### src/hw/gfx_pkg.sv
`default_nettype none

package gfx_pkg;

    // bus and memory word
    localparam int WORD_W       = 32;
    localparam int PIX_W        = 4;
    localparam int PIX_PER_WORD = WORD_W / PIX_W;
    localparam int PIX_SEL_W    = $clog2(PIX_PER_WORD);

    // 800x600 display geometry
    localparam int HOR_PXL    = 800;
    localparam int VER_PXL    = 600;
    localparam int HSYNC_TIME = 120;
    localparam int HBACK_POCH = 64;
    localparam int HFRNT_POCH = 56;
    localparam int VSYNC_TIME = 6;
    localparam int VBACK_POCH = 23;
    localparam int VFRNT_POCH = 37;
    localparam int HTOL_TIME  = HSYNC_TIME + HBACK_POCH + HOR_PXL + HFRNT_POCH;
    localparam int VTOL_TIME  = VSYNC_TIME + VBACK_POCH + VER_PXL + VFRNT_POCH;
    localparam int HPXL_BEGIN = HSYNC_TIME + HBACK_POCH;
    localparam int VPXL_BEGIN = VSYNC_TIME + VBACK_POCH;
    localparam int TOL_PXL    = HOR_PXL * VER_PXL;

    // frame memory and bus map
    localparam int FRAME_WORDS = TOL_PXL / PIX_PER_WORD;
    localparam int ADDR_W      = 16;
    localparam int SCROLL_ADDR = FRAME_WORDS;
    localparam int CNT_W       = $clog2(TOL_PXL);

    localparam logic SYNC_POL = 1'b1;

    localparam int RGB_W = 12;

    // fixed 16 color table, 4 bits per channel
    localparam logic [RGB_W-1:0] PALETTE [0:15] = '{
        12'h000, 12'h00a, 12'h0a0, 12'h0aa,
        12'ha00, 12'ha0a, 12'ha50, 12'haaa,
        12'h555, 12'h55f, 12'h5f5, 12'h5ff,
        12'hf55, 12'hf5f, 12'hff5, 12'hfff
    };

endpackage

`default_nettype wire
### src/hw/pixel_addr.sv
`timescale 1ns/1ps
`default_nettype none

module pixel_addr
    import gfx_pkg::*;
(
    input  wire logic [CNT_W-1:0]  pix_cnt_i,
    input  wire logic [ADDR_W-1:0] scroll_i,
    output logic      [ADDR_W-1:0] mem_addr_o
);

    logic [ADDR_W-1:0] cur_word;
    logic [ADDR_W:0]   sum;

    // word holding the pixel now on screen
    assign cur_word = ADDR_W'(pix_cnt_i >> PIX_SEL_W);

    // fetch one word ahead, both terms stay below FRAME_WORDS
    assign sum = {1'b0, cur_word} + {1'b0, scroll_i} + (ADDR_W + 1)'(1);

    always_comb begin
        if (sum >= (ADDR_W + 1)'(FRAME_WORDS)) begin
            mem_addr_o = ADDR_W'(sum - (ADDR_W + 1)'(FRAME_WORDS));
        end else begin
            mem_addr_o = sum[ADDR_W-1:0];
        end
    end

endmodule

`default_nettype wire

### config.mk
export PLATFORM = sky130hd
export DESIGN_NAME = pixel_addr
export DESIGN_NICKNAME = d
export VERILOG_FILES = /design/src/hw/gfx_pkg.sv /design/src/hw/pixel_addr.sv
export SDC_FILE = /design/constraint.sdc
export NUM_CORES = 1
export LEC_CHECK = 0
export BUFFER_PORTS_ARGS = -buffer_cell sky130_fd_sc_hd__buf_4
export CORE_MARGIN = 5
export CORE_UTILIZATION = 52
export DETAILED_ROUTE_END_ITERATION = 16
export PLACE_DENSITY = 0.85
export SETUP_SLACK_MARGIN = 0.02
export SLEW_MARGIN = 20
export SYNTH_ARGS = -nofsm -noshare
export SYNTH_HDL_FRONTEND = slang
export SYNTH_SLANG_ARGS = --single-unit
### constraint.sdc
create_clock -name vclk -period 4.4
set_clock_uncertainty 0.1 [all_clocks]
set_input_delay 0.44 -clock vclk [all_inputs]
set_output_delay 0.44 -clock vclk [all_outputs]
set_load 0.01 [all_outputs]
# Word-level counts from Yosys, hierarchy flattened
# Cells that the tools add are included.
# Widths: inputs -> output; s select.
[totals] ff_bits=0 wordCells=5 input_bits=35
[classes] add_sub_neg=3 order_cmp=1 mux=1
[op_table] operator="$add 16x16->17" n=1
[op_table] operator="$add 17x1->17 const B" n=1
[op_table] operator="$ge 17x16->1 const B" n=1
[op_table] operator="$mux 16" n=1
[op_table] operator="$sub 16x16->16 const B" n=1

# Longest topological paths before layout
[logic_depth] ltp_word=4 ltp_mapped=12 ltp_nobuf=12

# Worst setup path before layout
# OpenSTA, ideal clock, no wires.
[synth_timing] path_type="input to output" startpoint="in pix_cnt_i[3]" endpoint="out mem_addr_o[6]" required_time_ps=3860 cell_stages=12 t_arrival_ps=3328 setup_slack_ps=532 n_path_buf=0 path_cell_list="inv_1 > ha_1 > inv_1 > fa_1 > a21o_1 > a221o_2 > mux2_4 > or2_4 > a2111o_1 > a311o_1 > o21ai_2 > mux2_4"
[synth_between] elab_chain_cells=4 elab_cells_between_ends=5 classes_between="3 x add/sub; 1 x order compare; 1 x mux"
[synth_lines] item="start: declaration" line="pixel_addr.sv:7" source="input wire logic [CNT_W-1:0] pix_cnt_i,"
[synth_lines] item="$add 16x16->17 *" line="pixel_addr.sv:19" source="assign sum = {1'b0, cur_word} + {1'b0, scroll_i} + (ADDR_W + 1)'(1);"
[synth_lines] item="$add 17x1->17 *" line="pixel_addr.sv:19"
[synth_lines] item="$sub 16x16->16 or $ge 17x16->1 (tied branches)" line="pixel_addr.sv:23, pixel_addr.sv:22"
[synth_lines] item="$mux 16 *" line="pixel_addr.sv:22" source="if (sum >= (ADDR_W + 1)'(FRAME_WORDS)) begin"
[synth_lines] item="end: declaration" line="pixel_addr.sv:9" source="output logic [ADDR_W-1:0] mem_addr_o"
# Every way passes the cells marked *; elsewhere a longest branch is shown, timed or not.

# Final worst setup path
# Same ends and word-level chain as after synthesis.

==> impl_metrics.toml <==
[timing]
slew_headroom_pct = 58.9
worstMarginPinSlew_ns = 0.611
setup_viol = 0
drv_slew = 0
post-route-period-util_pct = 97.1
tns_ns = 0
layout_min_cycle_time_ns = 4.27
max_freq_ghz = 0.234
hold_viol_final = 0
postLayoutSetupSlackWorst_ns = 0.127
rsz0062_at_grt = "false"

[layout]
nClkBuffers = 0
seq_area_sq_um = 0
final_cell_count_no_fill = 256
diodes = 0
seq_cell_count = 0
postLayoutCoreUtil_pct = 69.9
fill_cells = 197
multi_input_area_sq_um = 1230
final_layout_size_suffix_gt1_share_pct = 30.1
layout.nets = 281
area_delta_synth_final_pct = 31.8

[placed_design]
hpwl_mm = 3.02
dp.cells = 256
pre_cts_ws_ns = 0.0781
globalplace.congestion = 0.805
place.port_buffers = 48

[flow_run]
timing.max_cap.violations = 0

[synth]
yosys_warnings = 0
ys_seq_area_share_pct = 0
syn_avg_cell_area_sq_um = 7.06
synth_nets = 234
synth_cell_types = 52
syn-cell-area_sq_um = 1280
syn_inst = 181

[worst_setup_path]
cp.arrival_ns = 3.73
crit_required_ns = 3.86
crit_fanout = 7
end_kind = "output port"
cp-start-kind = "input port"
crit_type = "in2out"

[route]
drc = 0
post_drt_wl_per_cell_um = 13.7
via_count = 1537
viasPerCell = 6.00
wl_mm = 3.50
drt_iter0_markers = 55
ant_nets = 0
first_pass_iters = 4

[grt]
antenna_found_initial = 0
grt_pass1_vias = 1493
globalRouteOverflowTotal = 0
grtUsageTotal_pct = 20.6
grt_pass1_wl_mm = 6.07
grt_max_degree = 12

[die]
dieArea_sq_um = 3550
ios = 51
die_h_um = 59.6
core_area_sq_um = 2410
floorplan.initialDensity_pct = 53.1
std_cell_rows = 18
dieWidth_um = 59.6

[power_and_ir_drop]
p_per_area_nw_per_um2 = 254
ir_worst_vdd_mv = 0.202
total_leakage_power_nw = 0.790
finalPower_mw = 0.429

[min_path]
hp-class = "in2out"

[run_status]
status = "completed"

[clock_network]
cts-hold-fix-buffers = 0
cts_setup_buffers = 0
-- through the flow --
step                cell area, sq um  hold WS (ns)
finish                          1690          1.18
global route                    1690          1.22
CTS                             1670          1.17
detailed placement              1670          1.17
global placement                1670          1.15
floorplan                       1280         0.978
-- routing by layer --
metal / up-vias / wire length, um / GRT usage (%)
li1: 780 / - / -
met1: 687 / 1480 / 26.7
met2: 61 / 1770 / 38.2
met3: 9 / 198 / 0.218
met4: 0 / 57 / 3.80
met5: - / 0 / 0
-- cells in the mapped netlist, types with 2 or more instances --
master	number	area, sq um
inv_1	7	26.3
nor2b_1	2	12.5
a21oi_1	16	80.1
clkbuf_1	4	15.0
o21ai_0	10	50.1
a31oi_1	2	12.5
and2_1	3	18.8
o211ai_1	5	37.5
o31ai_1	2	15.0
nand4_1	4	25.0
nand2b_1	2	12.5
mux2_4	2	30.0
nor3b_1	2	15.0
nor2_1	14	52.6
o2111ai_1	2	17.5
and3_2	2	15.0
a21o_1	6	45.0
xnor2_1	9	78.8
nand2_1	15	56.3
buf_4	2	15.0
nor4_1	2	12.5
ha_1	17	213
o21a_1	3	22.5
o21ai_1	4	20.0
or3_1	3	18.8
mux2i_1	2	20.0
and3_1	4	25.0
nor3_1	2	10.0
nand3_1	4	20.0
xor2_1	7	61.3
-- final cells by class --
cell class	count	share of cell area, %
inverters	7	1.56
well taps	30	2.23
repair buffers	52	23.2
multi-input cells	167	73.1
-- repair_timing --
action / 4_1_cts / 5_1_grt
gates resized for setup: 0 / 4
endpoints found under the setup margin: 0 / 1
hold endpoints to repair: 0 / 0
-- cell usage in the layout (no fill, tap or decap), types with 2 or more instances in the layout --
cell,n
nand2b_1,2
xnor2_1,9
or3_1,3
nor3_1,2
and3_2,2
o21ai_0,10
and2_1,3
buf_4,52
o21a_1,3
o2111ai_1,2
mux2_4,2
o21ai_1,4
a21o_1,6
xor2_1,7
nand4_1,4
nand3_1,4
nor3b_1,2
inv_1,7
nand2_1,15
a31oi_1,2
nor2_1,14
a21oi_1,16
o31ai_1,2
mux2i_1,2
ha_1,16
nor4_1,2
and3_1,4
o211ai_1,5
nor2b_1,2
-- path summary, 6_finish.rpt --
kind | start | to | slack (ns) | cells after the start
worst max-delay path | pix_cnt_i[3] | mem_addr_o[6] | 0.13 | 14
worst min-delay path | scroll_i[1] | mem_addr_o[1] | 1.18 | 3
-- power by group --
part	internal [mW]	switching (mW)	leakage [nW]
logic	0.210	0.218	0.790
registers	0	0	0
clock network	0	0	0
-- kinds of logic after synthesis --
logic type,Yosys count,share of synthesized area (%)
xor+xnor,16,11.0
fa+ha+maj,18,18.2
compound gates,65,35.2
mux,4,3.91
buf+inv,14,4.79
simple gates,64,26.9
-- worst max-delay path, stage by stage --
cell	delay, ns
buf_4	0.10
inv_1	0.05
ha_1	0.17
inv_1	0.06
fa_2	0.34
a21o_1	0.21
a221o_2	0.41
mux2_4	0.33
or2_4	0.27
a2111o_1	0.29
a311o_2	0.48
o21ai_4	0.11
mux2_4	0.32
buf_4	0.14
(Power assumes the default switching activity.)
