File: config.mk
export PLATFORM = sky130hd
export DESIGN_NAME = pixel_unpack
export DESIGN_NICKNAME = d
export VERILOG_FILES = /design/src/hw/gfx_pkg.sv /design/src/hw/pixel_unpack.sv
export SDC_FILE = /design/constraint.sdc
export NUM_CORES = 1
export LEC_CHECK = 0
export BUFFER_PORTS_ARGS = -buffer_cell sky130_fd_sc_hd__buf_2
export CORE_ASPECT_RATIO = 1.4
export CORE_MARGIN = 2
export CORE_UTILIZATION = 30
export DETAILED_ROUTE_END_ITERATION = 6
export GPL_TIMING_DRIVEN = 0
export PLACE_DENSITY = 0.64
export SYNTH_ARGS = -nofsm -noshare
export SYNTH_HDL_FRONTEND = slang
export SYNTH_SLANG_ARGS = --single-unit
export TNS_END_PERCENT = 5
File: constraint.sdc
create_clock -name vga_clk -period 2.3 [get_ports vga_clk]
set_input_delay 0.46 -clock vga_clk [delete_from_list [all_inputs] [get_ports vga_clk]]
set_output_delay 0.46 -clock vga_clk [all_outputs]
set_load 0.02 [all_outputs]
File: src/hw/gfx_pkg.sv
`default_nettype none

package gfx_pkg;

    // bus and memory word
    localparam int WORD_W       = 32;
    localparam int PIX_W        = 4;
    localparam int PIX_PER_WORD = WORD_W / PIX_W;
    localparam int PIX_SEL_W    = $clog2(PIX_PER_WORD);

    // 800x600 display geometry
    localparam int HOR_PXL    = 800;
    localparam int VER_PXL    = 600;
    localparam int HSYNC_TIME = 120;
    localparam int HBACK_POCH = 64;
    localparam int HFRNT_POCH = 56;
    localparam int VSYNC_TIME = 6;
    localparam int VBACK_POCH = 23;
    localparam int VFRNT_POCH = 37;
    localparam int HTOL_TIME  = HSYNC_TIME + HBACK_POCH + HOR_PXL + HFRNT_POCH;
    localparam int VTOL_TIME  = VSYNC_TIME + VBACK_POCH + VER_PXL + VFRNT_POCH;
    localparam int HPXL_BEGIN = HSYNC_TIME + HBACK_POCH;
    localparam int VPXL_BEGIN = VSYNC_TIME + VBACK_POCH;
    localparam int TOL_PXL    = HOR_PXL * VER_PXL;

    // frame memory and bus map
    localparam int FRAME_WORDS = TOL_PXL / PIX_PER_WORD;
    localparam int ADDR_W      = 16;
    localparam int SCROLL_ADDR = FRAME_WORDS;
    localparam int CNT_W       = $clog2(TOL_PXL);

    localparam logic SYNC_POL = 1'b1;

    localparam int RGB_W = 12;

    // fixed 16 color table, 4 bits per channel
    localparam logic [RGB_W-1:0] PALETTE [0:15] = '{
        12'h000, 12'h00a, 12'h0a0, 12'h0aa,
        12'ha00, 12'ha0a, 12'ha50, 12'haaa,
        12'h555, 12'h55f, 12'h5f5, 12'h5ff,
        12'hf55, 12'hf5f, 12'hff5, 12'hfff
    };

endpackage

`default_nettype wire
File: src/hw/pixel_unpack.sv
`timescale 1ns/1ps
`default_nettype none

module pixel_unpack
    import gfx_pkg::*;
(
    input  wire logic              vga_clk,
    input  wire logic              rst,
    input  wire logic              de_i,
    input  wire logic [CNT_W-1:0]  pix_cnt_i,
    input  wire logic [WORD_W-1:0] mem_data_i,
    output logic      [RGB_W-1:0]  rgb_o
);

    logic [WORD_W-1:0]    pix_word;
    logic [PIX_SEL_W-1:0] pix_sel;
    logic [PIX_W-1:0]     color_idx;
    logic                 last_in_word;

    assign pix_sel      = pix_cnt_i[PIX_SEL_W-1:0];
    assign last_in_word = de_i && (pix_sel == '1);

    // take the prefetched word on the last pixel of the current one
    always_ff @(posedge vga_clk or posedge rst) begin
        if (rst) begin
            pix_word <= '0;
        end else if (last_in_word) begin
            pix_word <= mem_data_i;
        end
    end

    // pixel 0 sits in the low nibble
    assign color_idx = pix_word[pix_sel * PIX_W +: PIX_W];

    always_comb begin
        if (de_i) begin
            rgb_o = PALETTE[color_idx];
        end else begin
            rgb_o = '0;
        end
    end

endmodule

`default_nettype wire

* After elaboration in Yosys (flattened, before gate mapping) *
Memory sizes are Yosys's and may differ from the RTL's.
Cells that the tools add are included.

operators by class
  order comparisons = 1
  equal/unequal tests = 1
  shift operators = 1
  mux-type cells = 3
  bitwise gates (word level) = 1
  reductions and logical operators = 1

operator list
  cell                                                      count
  2-to-1 mux 12 bit                                         3
  variable part select 32 x 6 -> 4 bit                      1
  greater-or-equal comparator 5 bit, second input constant  1
  inverter 4 -> 5 bit                                       1
  == test 3 bit, second input constant                      1
  logical AND 1 bit                                         1

storage, ports and cells
  register bits = 32
  memory bits (read-only) = 192
  input bits = 54
  output and inout port bits = 12
  word-level logic and storage cells = 10
  memories kept = 1

memories
  name             depth  width  read ports  clocked after Yosys merged registers in  wr ports  RTL line            text
  (no name shown)  16     12     1           0                                        0         pixel_unpack.sv:37  rgb_o = PALETTE[color_idx];

* Longest topological paths before layout *
  depth after elaboration = 6
  gate-level depth with buffers = 5
  depth with buffers taken out = 3

* Worst setup path after synthesis *
No wires, ideal clock.

  path kind = input port to output port
  start = in pix_cnt_i[0]
  end = out rgb_o[7]
  arrival time = 2104 ps
  required time = 1840 ps
  path slack = -264 ps
  stages on the path = 5
  buffers on the path = 2
  cell sequence = buf_6 > mux4_1 > mux2_2 > a31oi_1 > buf_4

between the ends
  cells in the longest elaborated chain, start to end = 6

RTL lines
  what                                                  RTL line            text
  from (decl)                                           pixel_unpack.sv:10  input wire logic [CNT_W-1:0] pix_cnt_i,
  variable part select 32 x 6 -> 4 bit                  pixel_unpack.sv:33  assign color_idx = pix_word[pix_sel * PIX_W +: PIX_W];
  inverter 4 -> 5 bit (implied by the code)             pixel_unpack.sv:37
  memory read (16 x 12 bit)                             --
  2-to-1 mux 12 bit (implied by the code) (2 in a row)  pixel_unpack.sv:37
  2-to-1 mux 12 bit                                     pixel_unpack.sv:36  if (de_i) begin
  to (decl)                                             pixel_unpack.sv:12  output logic [RGB_W-1:0] rgb_o

No other way between the ends. The select of a mux whose other input is x is not followed.

* Worst setup path after layout *
  start = reg pix_word[8]
  end = out rgb_o[6]

between the ends
  cells in the longest elaborated chain, start to end = 6

RTL lines
  what                                                  RTL line            text
  from (decl)                                           pixel_unpack.sv:15  logic [WORD_W-1:0] pix_word;
  from (signal assigned)                                pixel_unpack.sv:28  pix_word <= mem_data_i;
  variable part select 32 x 6 -> 4 bit                  pixel_unpack.sv:33
  inverter 4 -> 5 bit (implied by the code)             pixel_unpack.sv:37
  memory read (16 x 12 bit)                             --
  2-to-1 mux 12 bit (implied by the code) (2 in a row)  pixel_unpack.sv:37
  2-to-1 mux 12 bit                                     pixel_unpack.sv:36

No other way between the ends. The select of a mux whose other input is x is not followed.

==> flow_summary.toml <==
[outcome]
status = "finished, violations left"
failed_checks = "setup timing"

[timing]
timing.final.crit_share_pct = 104.2
rsz0062_at_grt = "yes"
drv_slew = 0
slew_headroom_pct = 21.00
setup_violations = 4
worst_slew_pin_slew_ns = 1.184
layout_setup_ws_ns = -0.09584
timing.fmax_mhz = 417.4
finalClockSkew_ns = 0
setup_tns_ns = -0.2965
finalCriticalPeriod_ns = 2.396
whs_ns = 0.4126
hold_violations = 0

[finish]
drive_gt1_share_pct = 72.08
fillers = 521
fin_cells = 220
final_cell_area_sq_um = 2053
fin_util_pct = 40.10
layout.nets = 208
largest_reg_flops = 32
syn_to_final_growth_pct = 29.42
top_register = "pix_word"
reg.largest.list = "pix_word x32"
num_antenna_cells = 0

[floorplanning]
num_io_pins = 66
die_h_microns = 90.05
fp.dieW_microns = 65.46
rows = 31
core-area_sq_um = 5120
die_area_sq_um = 5894
start_util_pct = 30.99

[synthesis]
synth.area.top_cells = "dfrtp_1 (50%), mux2_2 (24%), mux4_1 (13%)"
ys_types = 15
ys_seq_area_share_pct = 50.47
synth_seq_cells = 32
avgSynthCellArea_sq_um = 15.71
synth_fp_nets = 155
ys_warn_count = 0
yosys.area.top_type_share_pct = 50.47
syn_area_sq_um = 1587
synthCells = 101
synth_top_cell_by_area = "dfrtp_1"

[power_and_ir_drop]
power_density_nw_per_um2 = 798.0
power.leakage_nw = 0.9533
total_power_mw = 1.639
vdd_drop_max_mv = 0.2081

[critical_path]
end_kind = "primary output"
crit_fanout = 2
timing.rr.start = "pix_word[19]$_DFFE_PP0P_"
r2r_slack_ns = 1.52
reg2reg_depth = 1
worstSetupPathType = "flip-flop to primary output"
worst_setup_path_start_kind = "flip-flop"
crit_arrival_ns = 1.94
r2r-end = "pix_word[19]$_DFFE_PP0P_"
critPathRequiredTime_ns = 1.84

[global_route]
grt_overflow = 0
grt_max_degree = 33
antenna_found_initial = 0
grt_pass1_vias = 1130
grt.total_usage_pct = 11.92
grt_pass1_wl_microns = 5112

[drt]
drt_wl_total_microns = 3342
drt_first_pass_iters = 5
drt_iter0_drc = 46
vias = 1000
drtAntennaViolNets = 0
drc = 0
drt-wirelength-per-cell_microns = 15.19
vias_per_cell = 4.545

[clock_tree]
path_clk_slew_ns = 0.06
cts_root_buffer = "clkbuf_8"
worstSkewPairLatency_ns = 0.27
cts.hold.buffers_added = 0
cts.sinks = 32
cts_tree = "done"
clk_path_buf_depth = 2
cts_buffers = 5
ctsHtreeMaxLevel = 2
post_cts_buffers = 0

[placement]
placed_cells = 213
io_buffers = 46
dp_worst_setup_slack_ns = -0.2252
hpwl_microns = 2592
gp_congestion = 0.7369
placed_area_sq_um = 1938

[min_path]
hold_end = "pix_word[20]$_DFFE_PP0P_"
min_from = "mem_data_i[20]"
hold_path_depth = 2
hp-class = "primary input to flip-flop"

[run]
drv_cap = 0
## routing by layer
| metal | GRT usage (%) | up-vias | wire, microns |
|---|---|---|---|
| li1 | - | 464 | - |
| met5 | 0 | - | 0 |
| met4 | 7.465 | 0 | 74 |
| met2 | 21.00 | 33 | 1849 |
| met1 | 11.88 | 498 | 1250 |
| met3 | 3.379 | 5 | 169 |
## critical path, stage by stage (launching register included)
cell and delay [ns]:
dfrtp_1 0.38, mux4_2 0.50, mux2_4 0.30, o32ai_4 0.24, buf_6 0.13, buf_6 0.10
## worst max-delay path by stage
stage / end / start / depth (start not counted)
after floorplan: rgb_o[6] / pix_cnt_i[0] / 5
after global placement: rgb_o[6] / pix_cnt_i[0] / 6
after detailed placement: rgb_o[6] / pix_cnt_i[0] / 6
after CTS: rgb_o[6] / pix_word[12]$_DFFE_PP0P_ / 5
after global routing: rgb_o[7] / pix_word[28]$_DFFE_PP0P_ / 5
final: rgb_o[6] / pix_word[8]$_DFFE_PP0P_ / 5
## synth_stat cells (all sizes together)
library cell / n
dfrtp: 32
nand4: 1
mux2: 34
buf: 13
a31oi: 1
and2: 1
nor2b: 1
mux2i: 3
a22oi: 1
mux4: 8
inv: 2
o32ai: 1
nor2: 3
## power by group
part           switching (mW)  internal, mW  total (mW)
registers              0.0617         0.688       0.749
logic                   0.216         0.291       0.507
clock network           0.178         0.205       0.382
## cells by family after synthesis
family / Yosys count / share of synthesized area, %
multiplexers: 45 / 39.27
buffers and inverters: 15 / 6.467
flip-flops: 32 / 50.47
AND/OR/NAND/NOR: 6 / 1.893
AO/OA/AOI/OAI: 3 / 1.893
## final cells by class
| type | instances | area (sq um) | area share (%) |
|---|---|---|---|
| sequential | 32 | 800.8 | 39.00 |
| multi-input combinational | 54 | 723.2 | 35.22 |
| timing repair buffer | 46 | 254.0 | 12.37 |
| buffer | 13 | 107.6 | 5.241 |
| tap | 66 | 82.58 | 4.022 |
| clock buffer | 6 | 72.57 | 3.534 |
| inverter | 2 | 7.507 | 0.3656 |
| clock inverter | 1 | 5.005 | 0.2438 |
## placed cells by master, fill, tap and decap left out, types with 2 or more instances in the layout
| master | Yosys | routed |
|---|---|---|
| clkbuf_8 | 0 | 5 |
| inv_1 | 2 | 2 |
| buf_6 | 2 | 5 |
| buf_4 | 7 | 8 |
| mux2_2 | 34 | 32 |
| nor2_1 | 3 | 2 |
| mux4_1 | 8 | 2 |
| buf_2 | 4 | 45 |
| mux4_2 | 0 | 6 |
| mux2_4 | 0 | 2 |
| dfrtp_1 | 32 | 32 |
## timing repair
item	in CTS	in global routing
setup endpoints to repair	10	9
pin swaps	1	1
resized for setup	9	9
No activity file was read; power rests on OpenSTA's default activity.
