### config.mk
export PLATFORM = sky130hd
export DESIGN_NAME = bus_port
export DESIGN_NICKNAME = d
export VERILOG_FILES = /design/src/hw/gfx_pkg.sv /design/src/hw/bus_port.sv
export SDC_FILE = /design/constraint.sdc
export NUM_CORES = 1
export LEC_CHECK = 0
export ABC_AREA = 1
export BUFFER_PORTS_ARGS = -buffer_cell sky130_fd_sc_hd__buf_2
export CORE_ASPECT_RATIO = 0.75
export CORE_MARGIN = 3
export CORE_UTILIZATION = 49
export CTS_BUF_LIST = sky130_fd_sc_hd__clkbuf_16
export CTS_CLUSTER_SIZE = 16
export DETAILED_ROUTE_END_ITERATION = 12
export PLACE_DENSITY = 0.68
export RECOVER_POWER = 50
export SLEW_MARGIN = 10
export SYNTH_ARGS = -nofsm -noshare
export SYNTH_HDL_FRONTEND = slang
export SYNTH_SLANG_ARGS = --single-unit
export TNS_END_PERCENT = 1
### constraint.sdc
create_clock -name vga_clk -period 1.6 [get_ports vga_clk]
set_input_delay 0.32 -clock vga_clk [delete_from_list [all_inputs] [get_ports vga_clk]]
set_output_delay 0.32 -clock vga_clk [all_outputs]
set_load 0.005 [all_outputs]
### src/hw/gfx_pkg.sv
`default_nettype none

package gfx_pkg;

    // bus and memory word
    localparam int WORD_W       = 32;
    localparam int PIX_W        = 4;
    localparam int PIX_PER_WORD = WORD_W / PIX_W;
    localparam int PIX_SEL_W    = $clog2(PIX_PER_WORD);

    // 800x600 display geometry
    localparam int HOR_PXL    = 800;
    localparam int VER_PXL    = 600;
    localparam int HSYNC_TIME = 120;
    localparam int HBACK_POCH = 64;
    localparam int HFRNT_POCH = 56;
    localparam int VSYNC_TIME = 6;
    localparam int VBACK_POCH = 23;
    localparam int VFRNT_POCH = 37;
    localparam int HTOL_TIME  = HSYNC_TIME + HBACK_POCH + HOR_PXL + HFRNT_POCH;
    localparam int VTOL_TIME  = VSYNC_TIME + VBACK_POCH + VER_PXL + VFRNT_POCH;
    localparam int HPXL_BEGIN = HSYNC_TIME + HBACK_POCH;
    localparam int VPXL_BEGIN = VSYNC_TIME + VBACK_POCH;
    localparam int TOL_PXL    = HOR_PXL * VER_PXL;

    // frame memory and bus map
    localparam int FRAME_WORDS = TOL_PXL / PIX_PER_WORD;
    localparam int ADDR_W      = 16;
    localparam int SCROLL_ADDR = FRAME_WORDS;
    localparam int CNT_W       = $clog2(TOL_PXL);

    localparam logic SYNC_POL = 1'b1;

    localparam int RGB_W = 12;

    // fixed 16 color table, 4 bits per channel
    localparam logic [RGB_W-1:0] PALETTE [0:15] = '{
        12'h000, 12'h00a, 12'h0a0, 12'h0aa,
        12'ha00, 12'ha0a, 12'ha50, 12'haaa,
        12'h555, 12'h55f, 12'h5f5, 12'h5ff,
        12'hf55, 12'hf5f, 12'hff5, 12'hfff
    };

endpackage

`default_nettype wire
### src/hw/bus_port.sv
`timescale 1ns/1ps
`default_nettype none

module bus_port
    import gfx_pkg::*;
(
    input  wire logic              vga_clk,
    input  wire logic              rst,
    input  wire logic              wr_i,
    input  wire logic              rd_i,
    input  wire logic [ADDR_W-1:0] addr_i,
    input  wire logic [WORD_W-1:0] wdata_i,
    output logic      [WORD_W-1:0] rdata_o,
    input  wire logic [CNT_W-1:0]  pix_cnt_i,
    output logic                   mem_we_o,
    output logic      [ADDR_W-1:0] mem_addr_o,
    output logic      [WORD_W-1:0] mem_wdata_o,
    input  wire logic [WORD_W-1:0] mem_rdata_i,
    output logic      [ADDR_W-1:0] scroll_o
);

    logic              hit_mem;
    logic              hit_reg;
    logic              rd_mem_q;
    logic [WORD_W-1:0] rdata_q;

    assign hit_mem = (addr_i < ADDR_W'(FRAME_WORDS));
    assign hit_reg = (addr_i == ADDR_W'(SCROLL_ADDR));

    assign mem_we_o    = wr_i && hit_mem;
    assign mem_addr_o  = addr_i;
    assign mem_wdata_o = wdata_i;

    // scroll register, word offset kept below FRAME_WORDS
    always_ff @(posedge vga_clk or posedge rst) begin
        if (rst) begin
            scroll_o <= '0;
        end else if (wr_i && hit_reg) begin
            scroll_o <= ADDR_W'(wdata_i % FRAME_WORDS);
        end
    end

    // position and zero reads are known now, memory data one cycle later
    always_ff @(posedge vga_clk or posedge rst) begin
        if (rst) begin
            rd_mem_q <= 1'b0;
            rdata_q  <= '0;
        end else begin
            rd_mem_q <= rd_i && hit_mem;
            if (rd_i) begin
                rdata_q <= hit_reg ? WORD_W'(pix_cnt_i) : '0;
            end else if (rd_mem_q) begin
                rdata_q <= mem_rdata_i;
            end
        end
    end

    // hold the last read until the next one
    assign rdata_o = rd_mem_q ? mem_rdata_i : rdata_q;

endmodule

`default_nettype wire

Yosys cells after proc, flatten, opt, wreduce, memory -nomap -nowiden

Cells that the tools add are included.

Memories: 0
Bits in latches: 0
ROM bits: 0
Logic and storage cells: 12
Register bits after elaboration: 49
Input bits: 103
RAM bits: 0

Reductions and logical operators: 3
Div/mod/pow operators: 1
Multipliers: 0
Shifts and indexed selects: 0
Equal/unequal tests: 1
Magnitude comparators: 1
Add/sub/neg operators: 0
Mux-type cells: 3
Bitwise gates (word level): 0

Operator list:

| operator                 | number |
|---|---|
| $mux W32                 | 2 |
| $mod A32 B16 Y32 const B | 1 |
| $mux W19                 | 1 |
| $eq A16 B16 Y1 const B   | 1 |
| $lt A16 B16 Y1 const B   | 1 |
| $logic_and A1 B1 Y1      | 3 |

Longest topological paths before layout

Gate-level depths: netlist of run 1.

Word-level depth: 3
Depth in mapped cells: 140
Mapped depth without buffers: 137

Least setup slack after synthesis of run 1

OpenSTA, ideal clock, no wires.

Kind: input-to-reg
Start: input port wdata_i[26]
End: register scroll_o[11]
Required time: 1.483 ns
Path slack: -10.724 ns
Library setup time: 0.117 ns
Cell stages on the path: 117
Arrival: 12.206 ns
Path through: inv_1 > nand2_1 > a21oi_2 > nand2_2 > nand2_2 > nand2_1 > nand2_2 > inv_2 > a21oi_1 > nand2_2 > nand2_4 > nand2_8 > nand2_1 > nand2_1 > a21oi_1 > nand2_2 > nand2_4 > nand2_8 > (+81 left out) > nand2_2 > buf_4 > nand3b_2 > nand2_2 > nor2_4 > nand3_2 > nand2_2 > buf_6 > nand3_1 > nand2_2 > nand2_1 > nor2_2 > nand2_2 > nand2_2 > buf_6 > nand3_1 > nand3_1 > nand2_1

Cells in the longest elaborated chain, start to end: 1

RTL lines:

| element                | RTL line       | source |
|---|---|---|
| start: declaration     | bus_port.sv:12 | `input wire logic [WORD_W-1:0] wdata_i,` |
| $mod A32 B16 Y32       | bus_port.sv:39 | `scroll_o <= ADDR_W'(wdata_i % FRAME_WORDS);` |
| end signal: assignment | bus_port.sv:39 |  |
| end: declaration       | bus_port.sv:19 | `output logic [ADDR_W-1:0] scroll_o` |

Every way passes these cells.
A chain may end at the register's enable or synchronous reset.

Final worst setup path of run 1

Same ends and word-level chain as after synthesis.

==> results of run 1 <==
-- cells in the mapped netlist, types with 18 or more instances --
library cell,n
sky130_fd_sc_hd__inv_1,166
sky130_fd_sc_hd__dfrtp_1,49
sky130_fd_sc_hd__a21oi_1,27
sky130_fd_sc_hd__nand2_1,653
sky130_fd_sc_hd__nand4_1,18
sky130_fd_sc_hd__inv_2,49
sky130_fd_sc_hd__nand3_1,214
sky130_fd_sc_hd__xor2_1,46
sky130_fd_sc_hd__o21ai_1,20
sky130_fd_sc_hd__nand2_4,42
sky130_fd_sc_hd__nor2_1,75
sky130_fd_sc_hd__o21ai_0,50
sky130_fd_sc_hd__nand2_2,147
sky130_fd_sc_hd__buf_4,51
sky130_fd_sc_hd__nor2_2,22
sky130_fd_sc_hd__nand3_2,39
-- area by class of cell --
type / count / area share (%)
clock buffer: 5 / 0.792
timing repair buffer: 627 / 27.1
multi-input combinational: 1457 / 56.4
tap: 282 / 2.23
inverter: 227 / 5.57
timing repair inverter: 1 / 0.0237
clock inverter: 3 / 0.111
sequential: 49 / 7.76
-- state kept, by name (all words and copies together), names as in the netlist --
signal and cells:
scroll_o 16, rdata_q 32, rd_mem_q 1
-- through the flow --
step / util [%] / worst slack [ns] / cells / hold slack, ns / setup TNS (ns)
after floorplan: - / -10.49 / 1789 / 0.430 / -114.74
after global placement: 69.8 / -11.24 / 2584 / 0.319 / -124.21
after detailed placement: 69.8 / -11.73 / 2584 / 0.317 / -130.20
after CTS: 73.0 / -10.98 / 2613 / 0.0112 / -120.58
after global routing: 77.6 / -12.35 / 2651 / 0.166 / -136.08
final: 77.6 / -11.39 / 2651 / 0.109 / -125.02
-- layer usage --
metal | global-route usage, % | wire, microns | vias to the layer above
li1 | - | - | 6764
met1 | 35.6 | 14700 | 6082
met2 | 47.2 | 16900 | 314
met3 | 3.06 | 1470 | 46
met4 | 3.24 | 394 | 0
met5 | 0 | 0 | -
-- worst paths after layout --
kind	slack, ns	end	from
hold reg to reg	0.48	scroll_o[13]	scroll_o[13]
setup / recovery	-11.39	scroll_o[11]	wdata_i[26]
setup reg to reg	0.52	rdata_q[17]	rd_mem_q
max in group asynchronous	0.28	rdata_q[21]	rst
min in group vga_clk	0.23	scroll_o[2]	wdata_i[2]
hold / removal	0.11	scroll_o[2]	rst
-- cell families after synthesis --
| family | after synthesis | share of synthesized area [%] |
|---|---|---|
| xor gates and xnor gates | 54 | 4.68 |
| and+or+nand+nor | 1259 | 62.2 |
| buffers and inverters | 298 | 13.4 |
| DFF | 49 | 12.0 |
| AOI/OAI and AO/OA | 129 | 7.70 |
-- critical path: cells and delay by family --
kind	cells	cell delay (ns)
xor+xnor	2	0.35
simple gates	90	8.97
compound gates	10	1.53
buf+inv	20	1.93
-- what timing repair did --
item,4_1_cts,5_1_grt
pin swaps,57,124
buffers inserted,9,33
resized for setup,80,173
cloned,12,5
endpoints found under the setup margin,11,44
==> results.py, run 1 <==
metrics = {
    "floorplanning": {
        "floorplan.core_area_sq_mm": 0.0204,
        "total_die_area_sq_mm": 0.0227,
        "design.portCount": 200,
        "die_w_microns": 173,
        "placement_rows": 45,
        "dieHeight_microns": 131,
        "start_util_pct": 50.3,
    },
    "grt": {
        "grt_antenna_before_repair": 0,
        "global_route_wire_length_before_repair_microns": 53800,
        "gr-usage-all-layers_pct": 26.5,
        "grt_pass1_vias": 12200,
        "grt-ovfl-total": 0,
        "grt_start_max_net_pins": 34,
    },
    "cts": {
        "clk_path_buf_depth": 2,
        "tritoncts": "built",
        "worstSkewPairLatency_ns": 0.29,
        "cts_sinks": 49,
        "cts.clk_slew.worst_paths_ns": 0.07,
        "cts_root_buf": "sky130_fd_sc_hd__clkbuf_16",
        "numCtsBuffers": 5,
        "h-tree-depth": 2,
        "cts_hold_repair.buffers": 0,
    },
    "worst_setup_path": {
        "kind_of_critical_path": "in2reg",
        "max_stage_delay_ns": 0.23,
        "type_of_origin_of_the_critical_path": "primary input",
        "worstRegToRegCells": 6,
        "cp.arrival_ns": 13.17,
        "cp_common_cell": "sky130_fd_sc_hd__nand2_2",
        "worstPathRequired_ns": 1.78,
        "cp_slowest_cell": "sky130_fd_sc_hd__a21oi_4",
        "end_kind": "register",
        "crit_path_max_fanout": 8,
    },
    "synth": {
        "postSynth.topFlopCell": "sky130_fd_sc_hd__dfrtp_1",
        "synth_enable_flop_cells": 0,
        "yosysTopAreaCell": "sky130_fd_sc_hd__nand2_1",
        "synthesis.nets": 1892,
        "netlist.area_leader.share_pct": 23.9,
        "yosysWarnings": 0,
        "synth_cells": 1789,
        "mappedNetlistArea_sq_mm": 0.0103,
        "synth_async_sr_flop_share_pct": 100,
        "synth_area_leaders": "sky130_fd_sc_hd__nand2_1 24%, sky130_fd_sc_hd__dfrtp_1 12%, sky130_fd_sc_hd__nand3_1 10%, sky130_fd_sc_hd__nand2_2 9.0%, sky130_fd_sc_hd__inv_1 6.1%",
        "synth.distinct_cells": 46,
        "proportion_of_synthesized_chip_area_in_sequential_cells_pct": 12.0,
        "synth.avg_cell_area_sq_um": 5.73,
        "synth-seq-cells": 49,
    },
    "route": {
        "route.antenna.remaining_nets": 0,
        "drt-total-wl_microns": 33600,
        "post_drt_via_cell_ratio": 4.98,
        "firstDrtPassIters": 6,
        "route.detailed.wl_per_inst_microns": 12.7,
        "drc": 0,
        "via_count": 13200,
        "drtIter0Drc": 688,
    },
    "placed_design": {
        "place_hpwl_microns": 25000,
        "final_wtd_congestion": 0.926,
        "placement.cell_area_sq_mm": 0.0142,
        "place.port_buffers": 199,
    },
    "final_layout": {
        "mostFrequentLayoutCell": "sky130_fd_sc_hd__nand2_1",
        "layout-area-overhead-vs-synth_pct": 54.1,
        "seqCellArea_sq_mm": 0.00123,
        "final.fill_count": 1596,
        "drive_gt1_share_pct": 49.1,
        "multiInputGateArea_sq_mm": 0.00891,
        "final_nets": 2471,
        "antennaDiodeCount": 0,
        "most_frequent_cells_in_the_layout": "570 x sky130_fd_sc_hd__nand2_1, 412 x sky130_fd_sc_hd__buf_4, 204 x sky130_fd_sc_hd__nand2_2",
        "final_design_area_no_fill_sq_mm": 0.0158,
    },
    "timing": {
        "grt_setup_unrepaired": "yes",
        "timing.final.crit_share_pct": 812,
        "final.min_clock_period_ns": 12.99,
        "hold_viol_final": 0,
        "tightestPinTransition_ns": 0.794,
        "report.final.slew_viol_count": 0,
        "slew_headroom_pct": 47.1,
        "timing.final.setup_violations": 11,
        "timing.final.ws_setup_ns": -11.39,
        "max_freq_mhz": 77.0,
        "timing.clock.skew_ns": 0.00746,
    },
    "hold_path": {
        "worst_hold_path_type": "in2async",
    },
    "outcome": {
        "status": "finished, violations left",
        "failed_checks": "negative setup slack",
    },
    "run": {
        "maxCapViolations": 0,
    },
}
Power of run 1 is not shown: default switching activity piles up to over one toggle a cycle in this logic, so the estimate is an artifact.
==> run 2, diff against run 1 <==
CORE_ASPECT_RATIO = not set   (was 0.75)
==> run 2 against run 1 <==
Against the previous run:
- global-route usage decreased by 0.82 points
- highest routed layer unchanged
- utilization is 2.5 points higher
- critical endpoint is now scroll_o[5]
- critical path type unchanged
- the run still ends with negative setup slack left
- maximum frequency is 0.74% lower
- clock-buffer cell count unchanged
- via count grew 2.6%
- worst setup slack got worse by 0.097 ns
==> results.py, run 2 (synthesis gave the netlist of run 1 again) <==
metrics = {
    "outcome": {
        "status": "finished, violations left",
        "failed_checks": "negative setup slack",
    },
    "final_layout": {
        "mostFrequentLayoutCell": "sky130_fd_sc_hd__nand2_1",
        "antennaDiodeCount": 0,
        "biggestRegsByFlops": "rdata_q x32, scroll_o x16, rd_mem_q x1",
        "final_nets": 2492,
        "layout-area-overhead-vs-synth_pct": 59.5,
        "largest_register_ffs": 32,
        "final.fill_count": 1505,
        "most_frequent_cells_in_the_layout": "547 x sky130_fd_sc_hd__nand2_1, 421 x sky130_fd_sc_hd__buf_4, 209 x sky130_fd_sc_hd__nand2_2",
        "largest_register": "rdata_q",
        "drive_gt1_share_pct": 51.6,
    },
    "worst_setup_path": {
        "regToRegSetupSlack_ns": 0.53,
        "cp.arrival_ns": 13.27,
        "crit_path_max_fanout": 13,
        "worstPathRequired_ns": 1.79,
        "worstRegToRegCells": 6,
        "max_stage_delay_ns": 0.23,
        "r2r_start": "rd_mem_q",
        "kind_of_critical_path": "in2reg",
        "cp_slowest_cell": "sky130_fd_sc_hd__a21oi_4",
        "type_of_origin_of_the_critical_path": "primary input",
        "r2r-end": "rdata_q[14]",
        "cp_common_cell": "sky130_fd_sc_hd__nand2_2",
        "end_kind": "register",
    },
    "route": {
        "drt-total-wl_microns": 34500,
        "route.met3.wl_microns": 1280,
        "topRoutingLayerUsed": "met4",
        "via_count": 13500,
        "route.antenna.remaining_nets": 0,
        "met2_wirelength_microns": 18600,
        "firstDrtPassIters": 5,
        "drtIter0Drc": 588,
        "met1_layer_wirelength_in_the_final_routing_microns": 13800,
        "drc": 0,
        "post_drt_via_cell_ratio": 5.09,
        "route.detailed.wl_per_inst_microns": 13.0,
    },
    "cts": {
        "cts_sinks": 49,
        "numCtsBuffers": 5,
        "tritoncts": "built",
        "cts_root_buf": "sky130_fd_sc_hd__clkbuf_16",
        "cts.clk_slew.worst_paths_ns": 0.07,
        "worstSkewPairLatency_ns": 0.29,
        "cts_hold_repair.buffers": 0,
        "clk_path_buf_depth": 2,
        "h-tree-depth": 2,
    },
    "placed_design": {
        "place_worst_setup_slack_ns": -11.77,
        "place_hpwl_microns": 24700,
        "final_wtd_congestion": 0.885,
        "place.port_buffers": 199,
    },
    "floorplanning": {
        "dieHeight_microns": 151,
        "start_util_pct": 50.2,
        "total_die_area_sq_mm": 0.0227,
        "floorplan.core_area_sq_mm": 0.0204,
        "placement_rows": 52,
        "design.portCount": 200,
        "die_w_microns": 151,
    },
    "timing": {
        "timing.clock.skew_ns": 0.00739,
        "timing.final.ws_setup_ns": -11.49,
        "finalSetupTns_ns": -125.96,
        "final.min_clock_period_ns": 13.09,
        "timing.final.setup_violations": 11,
        "timing.final.crit_share_pct": 818,
        "tightestPinTransition_ns": 1.22,
        "slew_headroom_pct": 18.4,
        "hold_viol_final": 0,
        "max_freq_mhz": 76.4,
        "report.final.slew_viol_count": 0,
        "grt_setup_unrepaired": "yes",
    },
    "grt": {
        "grt_start_max_net_pins": 50,
        "grt-ovfl-total": 0,
        "gr-usage-all-layers_pct": 25.7,
        "global_route_wire_length_before_repair_microns": 50800,
        "grt_antenna_before_repair": 0,
        "grt_pass1_vias": 12000,
    },
    "hold_path": {
        "worstHoldPathCells": 3,
        "worst_hold_startpoint": "wdata_i[0]",
        "whs_endpoint": "scroll_o[0]",
        "worst_hold_path_type": "in2reg",
    },
    "run": {
        "maxCapViolations": 0,
    },
}
==> run 2: cell types whose count changed in the layout (fill, tap and decap cells not counted), moves of 5 or more <==
cell and change:
sky130_fd_sc_hd__nand2_4 +17, sky130_fd_sc_hd__buf_4 +9, sky130_fd_sc_hd__nand2_1 -23, sky130_fd_sc_hd__nand3_2 +16
sky130_fd_sc_hd__nand3_1 -16, sky130_fd_sc_hd__nand2_2 +5, sky130_fd_sc_hd__buf_6 +8
==> run 2: final cells by class <==
type                       instances  area, sq um  area share [%]
inverter                         227          885            5.41
multi-input combinational       1457         9230            56.4
tap                              270          338            2.06
clock buffer                       5          125           0.765
sequential                        49         1230            7.49
timing repair buffer             649         4510            27.6
clock inverter                     3         43.8           0.268
==> run 2: worst max-delay path, delay by kind of cell <==
kind                   cells  cell delay, ns
AOI/OAI and AO/OA         12            1.69
buffers and inverters     25            2.92
and+or+nand+nor           89            8.23
==> run 2: worst max-delay path by stage <==
| stage | from | endpoint | slack, ns | cells past startpoint |
|---|---|---|---|---|
| after floorplan | wdata_i[26] | scroll_o[11] | -10.49 | 120 |
| final | wdata_i[24] | scroll_o[5] | -11.49 | 126 |
| after CTS | wdata_i[26] | scroll_o[10] | -10.92 | 127 |
| after detailed placement | wdata_i[26] | scroll_o[15] | -11.77 | 117 |
| after global routing | wdata_i[24] | scroll_o[5] | -12.44 | 132 |
| after global placement | wdata_i[27] | scroll_o[15] | -11.34 | 120 |
==> run 2: per-layer routing <==
layer	global-route usage, %	vias to the layer above
met5	0	-
met4	3.99	0
met3	2.50	86
met2	48.8	329
met1	31.9	6302
li1	-	6826
==> run 2: per-stage QoR <==
step | instance area (sq um) | util [%] | instances | hold slack, ns
after floorplan | 10400 | - | 1789 | 0.430
after global placement | 14300 | 70.1 | 2585 | 0.375
after global routing | 16400 | 80.1 | 2660 | 0.246
after CTS | 15000 | 73.6 | 2612 | 0.0666
final | 16400 | 80.1 | 2660 | 0.237
after detailed placement | 14300 | 70.1 | 2585 | 0.379
==> run 2: timing repair <==
item                                    4_1_cts  5_1_grt
pin swaps                                    58      161
endpoints found under the hold margin         0        0
gates resized for setup                      85      262
setup buffers                                11       40
cloned                                        8        8
endpoints found under the setup margin       12       44
Power of run 2 is left out for the same reason.
